[config.mk]
export PLATFORM = sky130hd
export DESIGN_NAME = sb_top
export DESIGN_NICKNAME = d
export VERILOG_FILES = /design/src/hw/sb_pkg.sv /design/src/hw/regfile.sv /design/src/hw/fust.sv /design/src/hw/dispatch.sv /design/src/hw/issue.sv /design/src/hw/execute.sv /design/src/hw/sb_top.sv
export SDC_FILE = /design/constraint.sdc
export NUM_CORES = 1
export LEC_CHECK = 0
export BUFFER_PORTS_ARGS = -buffer_cell sky130_fd_sc_hd__buf_4
export CORE_ASPECT_RATIO = 1.75
export CORE_MARGIN = 10
export CORE_UTILIZATION = 35
export DETAILED_ROUTE_END_ITERATION = 8
export HOLD_SLACK_MARGIN = 0.02
export PLACE_DENSITY = 0.58
export RECOVER_POWER = 25
export SYNTH_ARGS = -nofsm -noshare
export SYNTH_HDL_FRONTEND = slang
export SYNTH_SLANG_ARGS = --single-unit
[constraint.sdc]
create_clock -name CLK -period 27.3 [get_ports CLK]
set_clock_uncertainty 0.2 [all_clocks]
set_input_delay 0 -clock CLK [delete_from_list [all_inputs] [get_ports CLK]]
set_output_delay 0 -clock CLK [all_outputs]
set_load 0.05 [all_outputs]
[src/hw/sb_pkg.sv]
// shared types, encodings and latencies of the scoreboard issue core
// imported by every RTL module of the subsystem
`default_nettype none

package sb_pkg;

    // data word and raw instruction word
    typedef logic [15:0] word_t;
    // op 15:14, rd 13:11, rs1 10:8, rs2 7:5, imm 4:0
    typedef logic [15:0] instr_t;
    typedef logic [2:0]  reg_t;
    typedef logic [4:0]  imm_t;

    typedef enum logic [1:0] {
        OP_ADD = 2'd0,
        OP_MUL = 2'd1,
        OP_LD  = 2'd2,
        OP_ST  = 2'd3
    } opcode_t;

    // unit index doubles as the row index of the status table
    typedef logic [1:0] fu_idx_t;
    localparam fu_idx_t FU_ALU = 2'd0;
    localparam fu_idx_t FU_MUL = 2'd1;
    localparam fu_idx_t FU_MEM = 2'd2;

    localparam int NUM_FU   = 3;
    localparam int NUM_REGS = 8;

    typedef logic [NUM_FU-1:0] fu_vec_t;

    // producer tag is unit index + 1, zero means the value is in the regfile
    typedef logic [1:0] tag_t;
    // rank among occupied rows, higher is older
    typedef logic [1:0] age_t;

    typedef enum logic [1:0] {
        EMPTY,
        WAIT,
        RDY,
        EX
    } row_state_e;

    // cycles from iss_en to result
    localparam int MUL_LAT   = 3;
    localparam int MEM_LAT   = 2;
    localparam int MEM_WORDS = 16;
    localparam int MEM_AW    = $clog2(MEM_WORDS);

    // drops a tag whose producer reports done this cycle
    function automatic tag_t drop_done(tag_t t, fu_vec_t done);
        tag_t r;
        r = t;
        for (int k = 0; k < NUM_FU; k++) begin
            if (done[k] && t == tag_t'(k + 1)) begin
                r = '0;
            end
        end
        return r;
    endfunction

endpackage

`default_nettype wire

[src/hw/regfile.sv]
// architectural register file, two combinational reads and one write per edge
`timescale 1ns/1ps
`default_nettype none

module regfile (
    input  logic          CLK,
    input  logic          nRST,
    input  logic          wen,
    input  sb_pkg::reg_t  wsel,
    input  sb_pkg::word_t wdata,
    input  sb_pkg::reg_t  rsel1,
    input  sb_pkg::reg_t  rsel2,
    output sb_pkg::word_t rdat1,
    output sb_pkg::word_t rdat2
);

    import sb_pkg::*;

    word_t regs [NUM_REGS];

    always_ff @(posedge CLK, negedge nRST) begin
        if (!nRST) begin
            for (int r = 0; r < NUM_REGS; r++) begin
                regs[r] <= '0;
            end
        end else if (wen) begin
            regs[wsel] <= wdata;
        end
    end

    // no write bypass, issue reads a cycle after write-back
    assign rdat1 = regs[rsel1];
    assign rdat2 = regs[rsel2];

endmodule

`default_nettype wire

[src/hw/fust.sv]
// functional unit status table, one row per unit, written by dispatch
// and read by the issue stage; producer tags clear on write-back
`timescale 1ns/1ps
`default_nettype none

module fust (
    input  logic            CLK,
    input  logic            nRST,
    input  logic            disp_en,
    input  sb_pkg::fu_idx_t disp_fu,
    input  sb_pkg::opcode_t disp_op,
    input  sb_pkg::reg_t    disp_rd,
    input  sb_pkg::reg_t    disp_rs1,
    input  sb_pkg::reg_t    disp_rs2,
    input  sb_pkg::imm_t    disp_imm,
    input  sb_pkg::tag_t    disp_t1,
    input  sb_pkg::tag_t    disp_t2,
    input  sb_pkg::fu_vec_t wb_done,
    output sb_pkg::opcode_t row_op  [sb_pkg::NUM_FU],
    output sb_pkg::reg_t    row_rd  [sb_pkg::NUM_FU],
    output sb_pkg::reg_t    row_rs1 [sb_pkg::NUM_FU],
    output sb_pkg::reg_t    row_rs2 [sb_pkg::NUM_FU],
    output sb_pkg::imm_t    row_imm [sb_pkg::NUM_FU],
    output sb_pkg::fu_vec_t row_ready
);

    import sb_pkg::*;

    tag_t t1 [NUM_FU];
    tag_t t2 [NUM_FU];

    // tags: new row from dispatch, else drop producers that finish
    always_ff @(posedge CLK, negedge nRST) begin
        if (!nRST) begin
            for (int i = 0; i < NUM_FU; i++) begin
                t1[i] <= '0;
                t2[i] <= '0;
            end
        end else begin
            for (int i = 0; i < NUM_FU; i++) begin
                if (disp_en && disp_fu == fu_idx_t'(i)) begin
                    t1[i] <= disp_t1;
                    t2[i] <= disp_t2;
                end else begin
                    t1[i] <= drop_done(t1[i], wb_done);
                    t2[i] <= drop_done(t2[i], wb_done);
                end
            end
        end
    end

    // operation fields of the row
    always_ff @(posedge CLK) begin
        if (disp_en) begin
            row_op[disp_fu]  <= disp_op;
            row_rd[disp_fu]  <= disp_rd;
            row_rs1[disp_fu] <= disp_rs1;
            row_rs2[disp_fu] <= disp_rs2;
            row_imm[disp_fu] <= disp_imm;
        end
    end

    always_comb begin
        for (int i = 0; i < NUM_FU; i++) begin
            row_ready[i] = (t1[i] == '0) && (t2[i] == '0);
        end
    end

endmodule

`default_nettype wire

[src/hw/dispatch.sv]
// in-order dispatch: decodes instruction words, tracks pending producers and
// per-unit credits, and writes one status row per accepted word
`timescale 1ns/1ps
`default_nettype none

module dispatch (
    input  logic            CLK,
    input  logic            nRST,
    input  logic            in_valid,
    input  sb_pkg::instr_t  in_instr,
    output logic            in_ready,
    output logic            disp_en,
    output sb_pkg::fu_idx_t disp_fu,
    output sb_pkg::opcode_t disp_op,
    output sb_pkg::reg_t    disp_rd,
    output sb_pkg::reg_t    disp_rs1,
    output sb_pkg::reg_t    disp_rs2,
    output sb_pkg::imm_t    disp_imm,
    output sb_pkg::tag_t    disp_t1,
    output sb_pkg::tag_t    disp_t2,
    input  sb_pkg::fu_vec_t credit_ret,
    input  sb_pkg::fu_vec_t wb_done
);

    import sb_pkg::*;

    // one credit per unit row
    fu_vec_t credit;
    fu_vec_t sent;
    // register status, pending producer tag per register
    tag_t    rstat     [NUM_REGS];
    tag_t    rstat_cur [NUM_REGS];
    logic    writes_rd;

    always_comb begin
        disp_op  = opcode_t'(in_instr[15:14]);
        disp_rd  = in_instr[13:11];
        disp_rs1 = in_instr[10:8];
        disp_rs2 = in_instr[7:5];
        disp_imm = in_instr[4:0];
        case (disp_op)
            OP_ADD:  disp_fu = FU_ALU;
            OP_MUL:  disp_fu = FU_MUL;
            default: disp_fu = FU_MEM;
        endcase
        // stores have no destination
        writes_rd = (disp_op != OP_ST);
    end

    // status seen this cycle, producers finishing now already dropped
    always_comb begin
        for (int r = 0; r < NUM_REGS; r++) begin
            rstat_cur[r] = drop_done(rstat[r], wb_done);
        end
    end

    always_comb begin
        disp_t1 = rstat_cur[disp_rs1];
        // loads never read rs2
        disp_t2 = (disp_op == OP_LD) ? '0 : rstat_cur[disp_rs2];
        // stall on no credit or on WAW, registered state only
        in_ready = credit[disp_fu] && !(writes_rd && rstat[disp_rd] != '0);
        disp_en  = in_valid && in_ready;
        sent     = disp_en ? (fu_vec_t'(1) << disp_fu) : '0;
    end

    always_ff @(posedge CLK, negedge nRST) begin
        if (!nRST) begin
            credit <= '1;
            for (int r = 0; r < NUM_REGS; r++) begin
                rstat[r] <= '0;
            end
        end else begin
            credit <= (credit & ~sent) | credit_ret;
            for (int r = 0; r < NUM_REGS; r++) begin
                rstat[r] <= rstat_cur[r];
            end
            if (disp_en && writes_rd) begin
                rstat[disp_rd] <= tag_t'(disp_fu) + 2'd1;
            end
        end
    end

    // issue only frees a row that dispatch filled
    a_credit_ret: assert property (@(posedge CLK) disable iff (!nRST)
        (credit_ret & credit) == '0);

endmodule

`default_nettype wire

[src/hw/issue.sv]
// issue stage: per-row state machine, age ranking, oldest-first selection
// with a WAR check, and operand read for the selected row
`timescale 1ns/1ps
`default_nettype none

module issue (
    input  logic            CLK,
    input  logic            nRST,
    input  logic            disp_en,
    input  sb_pkg::fu_idx_t disp_fu,
    input  sb_pkg::opcode_t disp_op,
    input  sb_pkg::reg_t    disp_rd,
    input  sb_pkg::reg_t    disp_rs1,
    input  sb_pkg::reg_t    disp_rs2,
    input  sb_pkg::imm_t    disp_imm,
    input  sb_pkg::tag_t    disp_t1,
    input  sb_pkg::tag_t    disp_t2,
    output sb_pkg::fu_vec_t credit_ret,
    input  sb_pkg::fu_vec_t wb_done,
    input  logic            wb_en,
    input  sb_pkg::reg_t    wb_reg,
    input  sb_pkg::word_t   wb_data,
    output sb_pkg::fu_vec_t iss_en,
    output sb_pkg::opcode_t iss_op,
    output sb_pkg::reg_t    iss_rd,
    output sb_pkg::word_t   iss_a,
    output sb_pkg::word_t   iss_b,
    output sb_pkg::imm_t    iss_imm
);

    import sb_pkg::*;

    opcode_t    row_op  [NUM_FU];
    reg_t       row_rd  [NUM_FU];
    reg_t       row_rs1 [NUM_FU];
    reg_t       row_rs2 [NUM_FU];
    imm_t       row_imm [NUM_FU];
    fu_vec_t    row_ready;
    row_state_e state     [NUM_FU];
    row_state_e state_nxt [NUM_FU];
    age_t       age       [NUM_FU];
    age_t       age_nxt   [NUM_FU];
    // rows that have not read their operands yet
    fu_vec_t    pending;
    fu_vec_t    war_block;
    fu_vec_t    eligible;
    fu_idx_t    sel;
    logic       sel_valid;

    fust i_fust (
        .CLK, .nRST, .disp_en, .disp_fu, .disp_op, .disp_rd, .disp_rs1, .disp_rs2,
        .disp_imm, .disp_t1, .disp_t2, .wb_done,
        .row_op, .row_rd, .row_rs1, .row_rs2, .row_imm, .row_ready
    );

    regfile i_rf (
        .CLK, .nRST,
        .wen   (wb_en),
        .wsel  (wb_reg),
        .wdata (wb_data),
        .rsel1 (row_rs1[sel]),
        .rsel2 (row_rs2[sel]),
        .rdat1 (iss_a),
        .rdat2 (iss_b)
    );

    always_comb begin
        for (int i = 0; i < NUM_FU; i++) begin
            pending[i] = (state[i] == WAIT) || (state[i] == RDY);
        end
        // WAR: hold a writer while an older row still has to read its rd
        for (int i = 0; i < NUM_FU; i++) begin
            war_block[i] = 1'b0;
            for (int j = 0; j < NUM_FU; j++) begin
                if (j != i && pending[j] && age[j] > age[i] && row_op[i] != OP_ST &&
                    (row_rs1[j] == row_rd[i] ||
                     (row_op[j] != OP_LD && row_rs2[j] == row_rd[i]))) begin
                    war_block[i] = 1'b1;
                end
            end
            eligible[i] = ((state[i] == WAIT && row_ready[i]) || state[i] == RDY) &&
                          !war_block[i];
        end
        // oldest first, strict compare keeps ties on the lower index
        sel       = FU_ALU;
        sel_valid = 1'b0;
        for (int i = 0; i < NUM_FU; i++) begin
            if (eligible[i] && (!sel_valid || age[i] > age[sel])) begin
                sel       = fu_idx_t'(i);
                sel_valid = 1'b1;
            end
        end
        iss_en  = sel_valid ? (fu_vec_t'(1) << sel) : '0;
        iss_op  = row_op[sel];
        iss_rd  = row_rd[sel];
        iss_imm = row_imm[sel];
    end

    always_comb begin
        for (int i = 0; i < NUM_FU; i++) begin
            state_nxt[i] = state[i];
            case (state[i])
                EMPTY: if (disp_en && disp_fu == fu_idx_t'(i)) state_nxt[i] = WAIT;
                WAIT: begin
                    if (iss_en[i]) begin
                        state_nxt[i] = EX;
                    end else if (row_ready[i]) begin
                        state_nxt[i] = RDY;
                    end
                end
                RDY:   if (iss_en[i]) state_nxt[i] = EX;
                EX:    if (wb_done[i]) state_nxt[i] = EMPTY;
                default: state_nxt[i] = EMPTY;
            endcase
            credit_ret[i] = (state[i] == EX) && wb_done[i];
        end
    end

    // ages stay a dense rank over occupied rows
    // a freed row pulls older ones down, a dispatch pushes all up
    always_comb begin
        for (int i = 0; i < NUM_FU; i++) begin
            age_nxt[i] = age[i];
            if (state[i] != EMPTY) begin
                for (int k = 0; k < NUM_FU; k++) begin
                    if (credit_ret[k] && age[i] > age[k]) begin
                        age_nxt[i] = age_nxt[i] - 2'd1;
                    end
                end
                if (disp_en && age_nxt[i] != '1) begin
                    age_nxt[i] = age_nxt[i] + 2'd1;
                end
            end
            if (disp_en && disp_fu == fu_idx_t'(i)) begin
                age_nxt[i] = age_t'(1);
            end
        end
    end

    always_ff @(posedge CLK, negedge nRST) begin
        if (!nRST) begin
            for (int i = 0; i < NUM_FU; i++) begin
                state[i] <= EMPTY;
                age[i]   <= '0;
            end
        end else begin
            state <= state_nxt;
            age   <= age_nxt;
        end
    end

    a_iss_onehot: assert property (@(posedge CLK) disable iff (!nRST) $onehot0(iss_en));

    for (genvar i = 0; i < NUM_FU; i++) begin : g_row_chk
        // issued from WAIT or RDY, then held in EX
        a_iss_state: assert property (@(posedge CLK) disable iff (!nRST)
            iss_en[i] |-> (state[i] == WAIT || state[i] == RDY) ##1 state[i] == EX);
        // execute only finishes a unit whose row is in EX
        a_done_ex: assert property (@(posedge CLK) disable iff (!nRST)
            wb_done[i] |-> state[i] == EX);
    end

endmodule

`default_nettype wire

[src/hw/execute.sv]
// execute stage: ALU, multiplier and load/store unit over a small data memory,
// sharing one write-back port through a fixed-priority arbiter
`timescale 1ns/1ps
`default_nettype none

module execute (
    input  logic            CLK,
    input  logic            nRST,
    input  sb_pkg::fu_vec_t iss_en,
    input  sb_pkg::opcode_t iss_op,
    input  sb_pkg::reg_t    iss_rd,
    input  sb_pkg::word_t   iss_a,
    input  sb_pkg::word_t   iss_b,
    input  sb_pkg::imm_t    iss_imm,
    output sb_pkg::fu_vec_t wb_done,
    output logic            wb_en,
    output sb_pkg::reg_t    wb_reg,
    output sb_pkg::word_t   wb_data
);

    import sb_pkg::*;

    // imm is zero-extended
    word_t imm_ext;
    word_t eff_addr;
    // alu, result register only
    logic  alu_full;
    reg_t  alu_rd;
    word_t alu_res;
    // multiplier, countdown to zero then hold
    logic  mul_busy;
    logic  [1:0] mul_cnt;
    reg_t  mul_rd;
    word_t mul_res;
    // load/store
    logic  mem_busy;
    logic  [1:0] mem_cnt;
    reg_t  mem_rd;
    logic  mem_st;
    logic  [MEM_AW-1:0] mem_addr;
    word_t mem_wdata;
    word_t mem [MEM_WORDS];
    fu_vec_t fin;
    fu_vec_t grant;
    fu_vec_t busy;

    always_comb begin
        imm_ext  = word_t'(iss_imm);
        eff_addr = iss_a + imm_ext;
        busy[FU_ALU] = alu_full;
        busy[FU_MUL] = mul_busy;
        busy[FU_MEM] = mem_busy;
        fin[FU_ALU]  = alu_full;
        fin[FU_MUL]  = mul_busy && mul_cnt == '0;
        fin[FU_MEM]  = mem_busy && mem_cnt == '0;
        // ALU over MUL over MEM
        grant = '0;
        if (fin[FU_ALU]) begin
            grant[FU_ALU] = 1'b1;
        end else if (fin[FU_MUL]) begin
            grant[FU_MUL] = 1'b1;
        end else if (fin[FU_MEM]) begin
            grant[FU_MEM] = 1'b1;
        end
        wb_done = grant;
        wb_en   = grant[FU_ALU] || grant[FU_MUL] || (grant[FU_MEM] && !mem_st);
        wb_reg  = alu_rd;
        wb_data = alu_res;
        if (grant[FU_MUL]) begin
            wb_reg  = mul_rd;
            wb_data = mul_res;
        end else if (grant[FU_MEM]) begin
            wb_reg  = mem_rd;
            wb_data = mem[mem_addr];
        end
    end

    always_ff @(posedge CLK, negedge nRST) begin
        if (!nRST) begin
            alu_full <= 1'b0;
            mul_busy <= 1'b0;
            mul_cnt  <= '0;
            mem_busy <= 1'b0;
            mem_cnt  <= '0;
        end else begin
            if (iss_en[FU_ALU]) begin
                alu_full <= 1'b1;
            end else if (grant[FU_ALU]) begin
                alu_full <= 1'b0;
            end
            if (iss_en[FU_MUL]) begin
                mul_busy <= 1'b1;
                mul_cnt  <= 2'(MUL_LAT - 1);
            end else if (grant[FU_MUL]) begin
                mul_busy <= 1'b0;
            end else if (mul_cnt != '0) begin
                mul_cnt <= mul_cnt - 2'd1;
            end
            if (iss_en[FU_MEM]) begin
                mem_busy <= 1'b1;
                mem_cnt  <= 2'(MEM_LAT - 1);
            end else if (grant[FU_MEM]) begin
                mem_busy <= 1'b0;
            end else if (mem_cnt != '0) begin
                mem_cnt <= mem_cnt - 2'd1;
            end
        end
    end

    always_ff @(posedge CLK) begin
        if (iss_en[FU_ALU]) begin
            alu_rd  <= iss_rd;
            alu_res <= iss_a + iss_b + imm_ext;
        end
        if (iss_en[FU_MUL]) begin
            mul_rd  <= iss_rd;
            mul_res <= iss_a * iss_b;
        end
        if (iss_en[FU_MEM]) begin
            mem_rd    <= iss_rd;
            mem_st    <= (iss_op == OP_ST);
            mem_addr  <= eff_addr[MEM_AW-1:0];
            mem_wdata <= iss_b;
        end
    end

    // store commits only when it wins the port
    always_ff @(posedge CLK, negedge nRST) begin
        if (!nRST) begin
            for (int w = 0; w < MEM_WORDS; w++) begin
                mem[w] <= '0;
            end
        end else if (grant[FU_MEM] && mem_st) begin
            mem[mem_addr] <= mem_wdata;
        end
    end

    // issue keeps a row in EX until its unit is granted
    a_unit_free: assert property (@(posedge CLK) disable iff (!nRST)
        (iss_en & busy) == '0);

endmodule

`default_nettype wire

[src/hw/sb_top.sv]
// scoreboard core top, joins dispatch, issue and execute
// instructions enter by valid/ready, results leave on the write-back port
`timescale 1ns/1ps
`default_nettype none

module sb_top (
    input  logic            CLK,
    input  logic            nRST,
    input  logic            in_valid,
    input  sb_pkg::instr_t  in_instr,
    output logic            in_ready,
    output logic            wb_en,
    output sb_pkg::reg_t    wb_reg,
    output sb_pkg::word_t   wb_data,
    output sb_pkg::fu_vec_t wb_done
);

    import sb_pkg::*;

    // dispatch to issue
    logic    disp_en;
    fu_idx_t disp_fu;
    opcode_t disp_op;
    reg_t    disp_rd;
    reg_t    disp_rs1;
    reg_t    disp_rs2;
    imm_t    disp_imm;
    tag_t    disp_t1;
    tag_t    disp_t2;
    fu_vec_t credit_ret;
    // issue to execute
    fu_vec_t iss_en;
    opcode_t iss_op;
    reg_t    iss_rd;
    word_t   iss_a;
    word_t   iss_b;
    imm_t    iss_imm;

    dispatch i_dispatch (
        .CLK, .nRST, .in_valid, .in_instr, .in_ready,
        .disp_en, .disp_fu, .disp_op, .disp_rd, .disp_rs1, .disp_rs2,
        .disp_imm, .disp_t1, .disp_t2, .credit_ret, .wb_done
    );

    issue i_issue (
        .CLK, .nRST,
        .disp_en, .disp_fu, .disp_op, .disp_rd, .disp_rs1, .disp_rs2,
        .disp_imm, .disp_t1, .disp_t2, .credit_ret,
        .wb_done, .wb_en, .wb_reg, .wb_data,
        .iss_en, .iss_op, .iss_rd, .iss_a, .iss_b, .iss_imm
    );

    execute i_execute (
        .CLK, .nRST, .iss_en, .iss_op, .iss_rd, .iss_a, .iss_b, .iss_imm,
        .wb_done, .wb_en, .wb_reg, .wb_data
    );

endmodule

`default_nettype wire

---- After elaboration in Yosys (flattened, before gate mapping) ----
Index checks and enable logic that the tools add are counted.
W data, S select, Z words.
storage, ports and cells
  flip-flop bits (word level) ............. 544
  input bits .............................. 19
  output and inout port bits .............. 24
  logic and storage cells ................. 580
operators by class
  add/subtract/negate cells ............... 18
  multiply operators ...................... 1
  magnitude comparators ................... 25
  equal/unequal tests ..................... 92
  shift-type cells ........................ 2
  muxes and demuxes ....................... 188
  bitwise logic cells ..................... 13
  reductions and logical operators ........ 168
operators with widths
  operator               number
  $bwmux W256            1
  $mux W2                111
  $mux W16               11
  $bwmux W128            1
  $logic_and A1 B1 Y1    107
  $bmux W16 S3           2
  $eq A2 B2 Y1 const B   37
  $bmux W16 S4           1
  $demux W16 S4          1
  $demux W16 S3          1
  $eq A2 B1 Y1 const B   19
  $eq A3 B3 Y1           12
  $mux W3                11
  $reduce_bool A2 Y1     14
  $bwmux W9              3
  $logic_not A2 Y1       13
  $ne A2 B2 Y1 const B   13
  $ge A4 B4 Y1 const B   6
  $not A3 Y4             6
  $pmux W2 S4            3
  $reduce_bool A4 Y1     6
  $sub A2 B1 Y2 const B  11
  $mux W1                21
  $gt A2 B2 Y1           10
  37 further kinds       86

---- Logic depth before layout (Yosys ltp) ----
  depth in word-level cells ............... 32
  gate-level depth with buffers ........... 50
  gate-level depth less buffers ........... 46

---- Hierarchy ----
From an unflattened synthesis, not the netlist that was laid out.
unflattened totals
  cells, all modules ...................... 2,374
  area total of the unflattened synthesis .. 32,243.4 um^2
modules (own cells, without submodules)
  module    times used  cells each  area each (um^2)  sequential area each (um^2)
  execute   1           1,405       19,068.3          8,443.1
  regfile   1           393         7,000.5           3,203.1
  issue     1           290         2,371.0           300.3
  fust      1           120         2,240.9           1,741.7
  dispatch  1           166         1,562.7           479.2

---- Worst setup path after synthesis ----
Ideal clock, no wire load.
  path type ............................... flip-flop to flip-flop
  from .................................... reg i_issue.i_fust.row_rd[3] (netlist bit)
  to ...................................... reg i_execute.mul_res[15] (data pin)
  setup time .............................. 0.258 ns
  arrival time ............................ 10.152 ns
  required time ........................... 26.842 ns
  setup slack ............................. 16.691 ns
  stages on the path, launching flop included .. 42
  path buffers ............................ 5
  clock period less this slack ............ 10.609 ns
  path through ............................ edfxtp_1 -> buf_6 -> xor2_1 -> or4_4 -> a2111oi_4 -> nor3_1 -> nand2_2 -> buf_6 -> clkbuf_1 -> mux2_2 -> ha_1 -> a21oi_1 -> or4_1 -> o2111a_1 -> a31oi_4 -> buf_4 -> buf_4 -> mux2i_1 -> [6 not listed] -> fa_1 -> inv_1 -> fa_1 -> fa_1 -> inv_1 -> fa_1 -> fa_1 -> inv_1 -> ha_1 -> inv_1 -> o21bai_1 -> a21oi_1 -> o21bai_1 -> a21oi_1 -> xnor2_1 -> xnor2_1 -> xnor3_1 -> xnor2_1
between the ends
  cells in the longest elaborated chain, start to end .. 27
  elaborated cells between the ends (all ways) .. 42
  those cells by class .................... mul: 1; order compare: 1; eq/ne: 4; mux: 20; bitwise: 4; reduce/logical: 12
ends and longest elaborated chain
  what                                              RTL line                      text
  from (decl)                                       fust.sv:20                    output sb_pkg::reg_t row_rd [sb_pkg::NUM_FU],
  from (signal, indexed assignment)                 fust.sv:56                    row_rd[disp_fu] <= disp_rd;
  $eq A3 B3 Y1                                      issue.sv:77                   (row_op[j] != OP_LD && row_rs2[j] == row_rd[i]))) begin
  $logic_and A1 B1 Y1                               issue.sv:77
  $logic_or A1 B1 Y1                                issue.sv:76                   (row_rs1[j] == row_rd[i] ||
  $logic_and A1 B1 Y1                               issue.sv:75                   if (j != i && pending[j] && age[j] > age[i] && row_op[i] != OP_ST &&
  $mux W1                                           issue.sv:75
  $mux W1 *                                         issue.sv:75
  $logic_not A1 Y1 *                                issue.sv:82                   !war_block[i];
  $logic_and A1 B1 Y1 *                             issue.sv:81                   eligible[i] = ((state[i] == WAIT && row_ready[i]) || state[i] == RDY) &&
  [9 not listed]                                    --
  $mux W2 *                                         issue.sv:88                   if (eligible[i] && (!sel_valid || age[i] > age[sel])) begin
  $not A2 Y3 (implied by the code) *                issue.sv:61, issue.sv:62
  $bmux W3 S2, on equally long branches             issue.sv:61, issue.sv:62
  $mux W3, on equally long branches (2 in series)   issue.sv:61, issue.sv:62
  $not A3 Y4, on equally long branches              regfile.sv:32, regfile.sv:33
  $bmux W16 S3, on equally long branches            regfile.sv:32, regfile.sv:33
  $mux W16, on equally long branches (2 in series)  regfile.sv:32, regfile.sv:33
  $mul A16 B16 Y16 *                                execute.sv:117                mul_res <= iss_a * iss_b;
  to (signal assigned)                              execute.sv:117
  to (decl)                                         execute.sv:34                 word_t mul_res;
Every way passes the cells marked *; elsewhere a longest branch is shown, timed or not. The select of a mux whose other input is x is not followed.
A chain may end at the register's enable or synchronous reset.

---- Final worst setup path ----
  from .................................... reg i_issue.age[3] (netlist bit)
  to ...................................... reg i_execute.mul_res[15] (data pin)
between the ends
  cells in the longest elaborated chain, start to end .. 30
  elaborated cells between the ends (all ways) .. 58
  those cells by class .................... mul: 1; order compare: 5; mux: 24; bitwise: 4; reduce/logical: 24
ends and longest elaborated chain
  what                                              RTL line                      text
  from (decl)                                       issue.sv:41                   age_t age [NUM_FU];
  from (signal assigned)                            issue.sv:148                  age <= age_nxt;
  $gt A2 B2 Y1                                      issue.sv:75, issue.sv:88
  $logic_and A1 B1 Y1 (3 in series)                 issue.sv:75
  $mux W1 (2 in series)                             issue.sv:75
  $logic_not A1 Y1                                  issue.sv:82
  $logic_and A1 B1 Y1                               issue.sv:81
  $mux W1                                           issue.sv:88
  $logic_not A1 Y1                                  issue.sv:88
  $logic_or A1 B1 Y1                                issue.sv:88
  [9 not listed]                                    --
  $mux W2 *                                         issue.sv:88
  $not A2 Y3 (implied by the code) *                issue.sv:61, issue.sv:62
  $bmux W3 S2, on equally long branches             issue.sv:61, issue.sv:62
  $mux W3, on equally long branches (2 in series)   issue.sv:61, issue.sv:62
  $not A3 Y4, on equally long branches              regfile.sv:32, regfile.sv:33
  $bmux W16 S3, on equally long branches            regfile.sv:32, regfile.sv:33
  $mux W16, on equally long branches (2 in series)  regfile.sv:32, regfile.sv:33
  $mul A16 B16 Y16 *                                execute.sv:117
Marks and branches as above.

==> reports/results.tsv <==
metric	value	unit
largest net degree at the start of global routing	100	
critical path class	reg -> reg	
FP Rows	145	
pre-CTS setup slack	14.75	ns
Sink Count	544	
Layout fillers	8337	
synth warn	0	
Post-synth EDFFs	110	
share of layout cells above drive strength 1	28.0	%
kind of end point of the critical path	register	
CP Data Required Time	27.50	ns
Min Hold Slack	0.225	ns
fin nets	2767	
drt drc	1	
crit path max fanout	51	
final period utilization	46.0	%
final non-filler cell total	3775	
clock latency at the later pin of the worst-skew pair	0.64	ns
die area	0.102	sq mm
crit start category	register	
number of global-route vias before repair	22300	
starting density of the core	35.2	%
max incr delay on CP	0.69	ns
I/O Pins	43	
RSZ-0062 raised after global routing	no	
clk slew on worst S/H paths	0.08	ns
FF+latch count, synth	544	
Setup violations, final	0	
share of flip-flops with an asynchronous set or reset	79.8	%
most frequent cell after synthesis	dfrtp_1	
n_diodes	0	
First DRT Iteration DRCs	1240	
antenna violations before repair	0	
Final Hold Viols	0	
HPWL Detailed	62100	um
synth-to-layout area growth	11.7	%
Synth top area share	34.4	%
Hold Crit Start	in_instr[12]	
core area	0.0891	sq mm
Area contributors post-synth	dfrtp_1, mux2_2, edfxtp_1	
FMAX	0.0796	GHz
worst r2r src	i_issue.age[3]$_DFFE_PN0P_	
Synth Net Count	2719	
GRT overflow	0	
drt total wl	88000	um
CTS Root Cell	clkbuf_16	
crit path from	i_issue.age[3]$_DFFE_PN0P_	
Max-Cap Viols	4	
post-synth top area cell	dfrtp_1	
Netlist Area Pre-Place	0.0313	sq mm
Longest Clk Path Bufs	3	
GRT Total Usage	17.3	%
Die H	416	um
placed cells	3645	
total CTS buffers	50	
Slew @ Worst Pin	5.33	ns
CP max stage cell	buf_4	
Final WS setup	14.74	ns
vias	20200	
vias per inst	5.35	
Slew Limit Fails	304	
Syn Inst Count	2509	
post-route ant nets	0	
Netlist cell types	81	
global-route wire length before repair	136000	um
ys flop type	dfrtp_1	
Max H-tree Level	2	
Worst EP arrival	12.76	ns
Slew headroom	-256	%
Final Wtd Congestion	0.911	
R2R setup slack	14.74	ns
failing checks	design-rule violations, max-capacitance violations, max-slew violations	
Seq/Total Area, Yosys	45.2	%
crit-path most repeated cell	inv_1	
class of the worst hold path	in -> reg	
status	finished with violations	
IO Port Bufs	42	
TritonCTS clock tree	built	
Routed wire per std cell	23.3	um
total negative slack	0	ns
first-pass detailed-route iteration total	7	
die width	246	um
top cells by count, synth	dfrtp_1, mux2_2, nand2_1	
fin crit period	12.56	ns
Synth Area per Inst	12.5	sq um
## cell families (layout without fill, tap and decap cells)
kind of cell	Yosys count	in the layout	synth area share, %
muxes	600	600	25.2
DFF	544	544	45.2
and+or+nand+nor	487	487	6.88
buffers and inverters	329	419	4.37
AOI/OAI and AO/OA	255	255	5.64
adders and majority gates	192	192	9.75
xor gates and xnor gates	102	102	2.94
## per-stage QoR
step	util (%)	area (sq um)
after floorplan	-	31300
after global placement	37.0	33000
after detailed placement	37.0	33000
after CTS	39.4	35100
after global routing	39.3	35000
final	39.3	35000
## routing by layer
metal  up-vias  part of all wire, %  wire [um]  GRT usage, %
met2       501                   55      48400          32.7
met3       202                  3.7       3220          2.20
met1     10600                   37      32500          18.7
li1       8935                    -          -             -
met5         -                    0          0             0
met4         0                  4.4       3920          7.45
## final cells by class
class | instances | area, sq um | share of cell area, %
Tap cell | 1176 | 1470 | 4.21
Inverter | 199 | 749 | 2.14
Timing Repair Buffer | 126 | 962 | 2.75
Clock inverter | 21 | 256 | 0.733
Sequential cell | 544 | 14200 | 40.5
Clock buffer | 73 | 1470 | 4.20
Multi-Input combinational cell | 1636 | 15900 | 45.5
## cell usage in the layout, fill, tap and decap left out, types with 9 or more instances in the layout
| cell | Yosys | layout |
|---|---|---|
| mux2i_1 | 92 | 91 |
| clkbuf_8 | 0 | 9 |
| dlygate4sd3_1 | 0 | 35 |
| fa_1 | 87 | 87 |
| a211oi_1 | 14 | 14 |
| dfrtp_1 | 431 | 431 |
| nand2_1 | 230 | 230 |
| or2_2 | 16 | 16 |
| mux2_2 | 392 | 392 |
| buf_4 | 7 | 69 |
| mux4_2 | 108 | 108 |
| edfxtp_1 | 110 | 110 |
| nor3_1 | 23 | 18 |
| o21ai_0 | 71 | 71 |
| inv_1 | 195 | 195 |
| clkbuf_16 | 0 | 52 |
| o21bai_1 | 11 | 11 |
| a21oi_1 | 43 | 43 |
| o211ai_1 | 10 | 10 |
| nand2b_1 | 12 | 12 |
| nor2_2 | 3 | 15 |
| nor2_1 | 115 | 101 |
| a31oi_1 | 21 | 21 |
| xnor2_1 | 72 | 72 |
| nand3_1 | 21 | 20 |
| a22oi_1 | 15 | 15 |
| and3_1 | 9 | 9 |
| nor2b_1 | 17 | 17 |
| xor2_1 | 28 | 28 |
| ha_1 | 104 | 104 |
| clkbuf_1 | 85 | 31 |
## sequential cells by signal (all words and copies together) (netlist names), 9 cells and up
name,count
i_dispatch.rstat,16
i_execute.alu_res,16
i_execute.mem,256
i_execute.mem_wdata,16
i_execute.mul_res,16
i_issue.i_fust.row_imm,15
i_issue.i_fust.row_rd,9
i_issue.i_fust.row_rs1,9
i_issue.i_fust.row_rs2,9
i_issue.i_rf.regs,128
## worst max-delay path: cells and delay by family, from the launching register on
family,cells,cell delay (ns)
fa+ha+maj,10,4.17
flops,1,0.38
compound gates,10,2.69
xor+xnor,4,0.69
mux,2,0.78
buf+inv,8,1.54
simple gates,3,1.81
## final timing paths
check                                                  end  cells past startpoint
min reg2reg                 i_dispatch.credit[1]$_DFF_PN1_                      2
min                          i_dispatch.rstat[0]$_DFF_PN0_                      4
max reg2reg                i_execute.mul_res[15]$_DFFE_PP_                     37
max                        i_execute.mul_res[15]$_DFFE_PP_                     37
max in group asynchronous   i_execute.mem[241]$_DFFE_PN0P_                      4
min in group asynchronous   i_dispatch.rstat[12]$_DFF_PN0_                      4
## timing repair
| item | CTS | global route |
|---|---|---|
| buffers inserted | 0 | 0 |
| hold buffers | 36 | 0 |
| gates resized for setup | 0 | 0 |
| hold endpoints to repair | 193 | 0 |
| endpoints found under the setup margin | 0 | 0 |
Power is not shown: default switching activity piles up to over one toggle a cycle in this logic, so the estimate is an artifact.
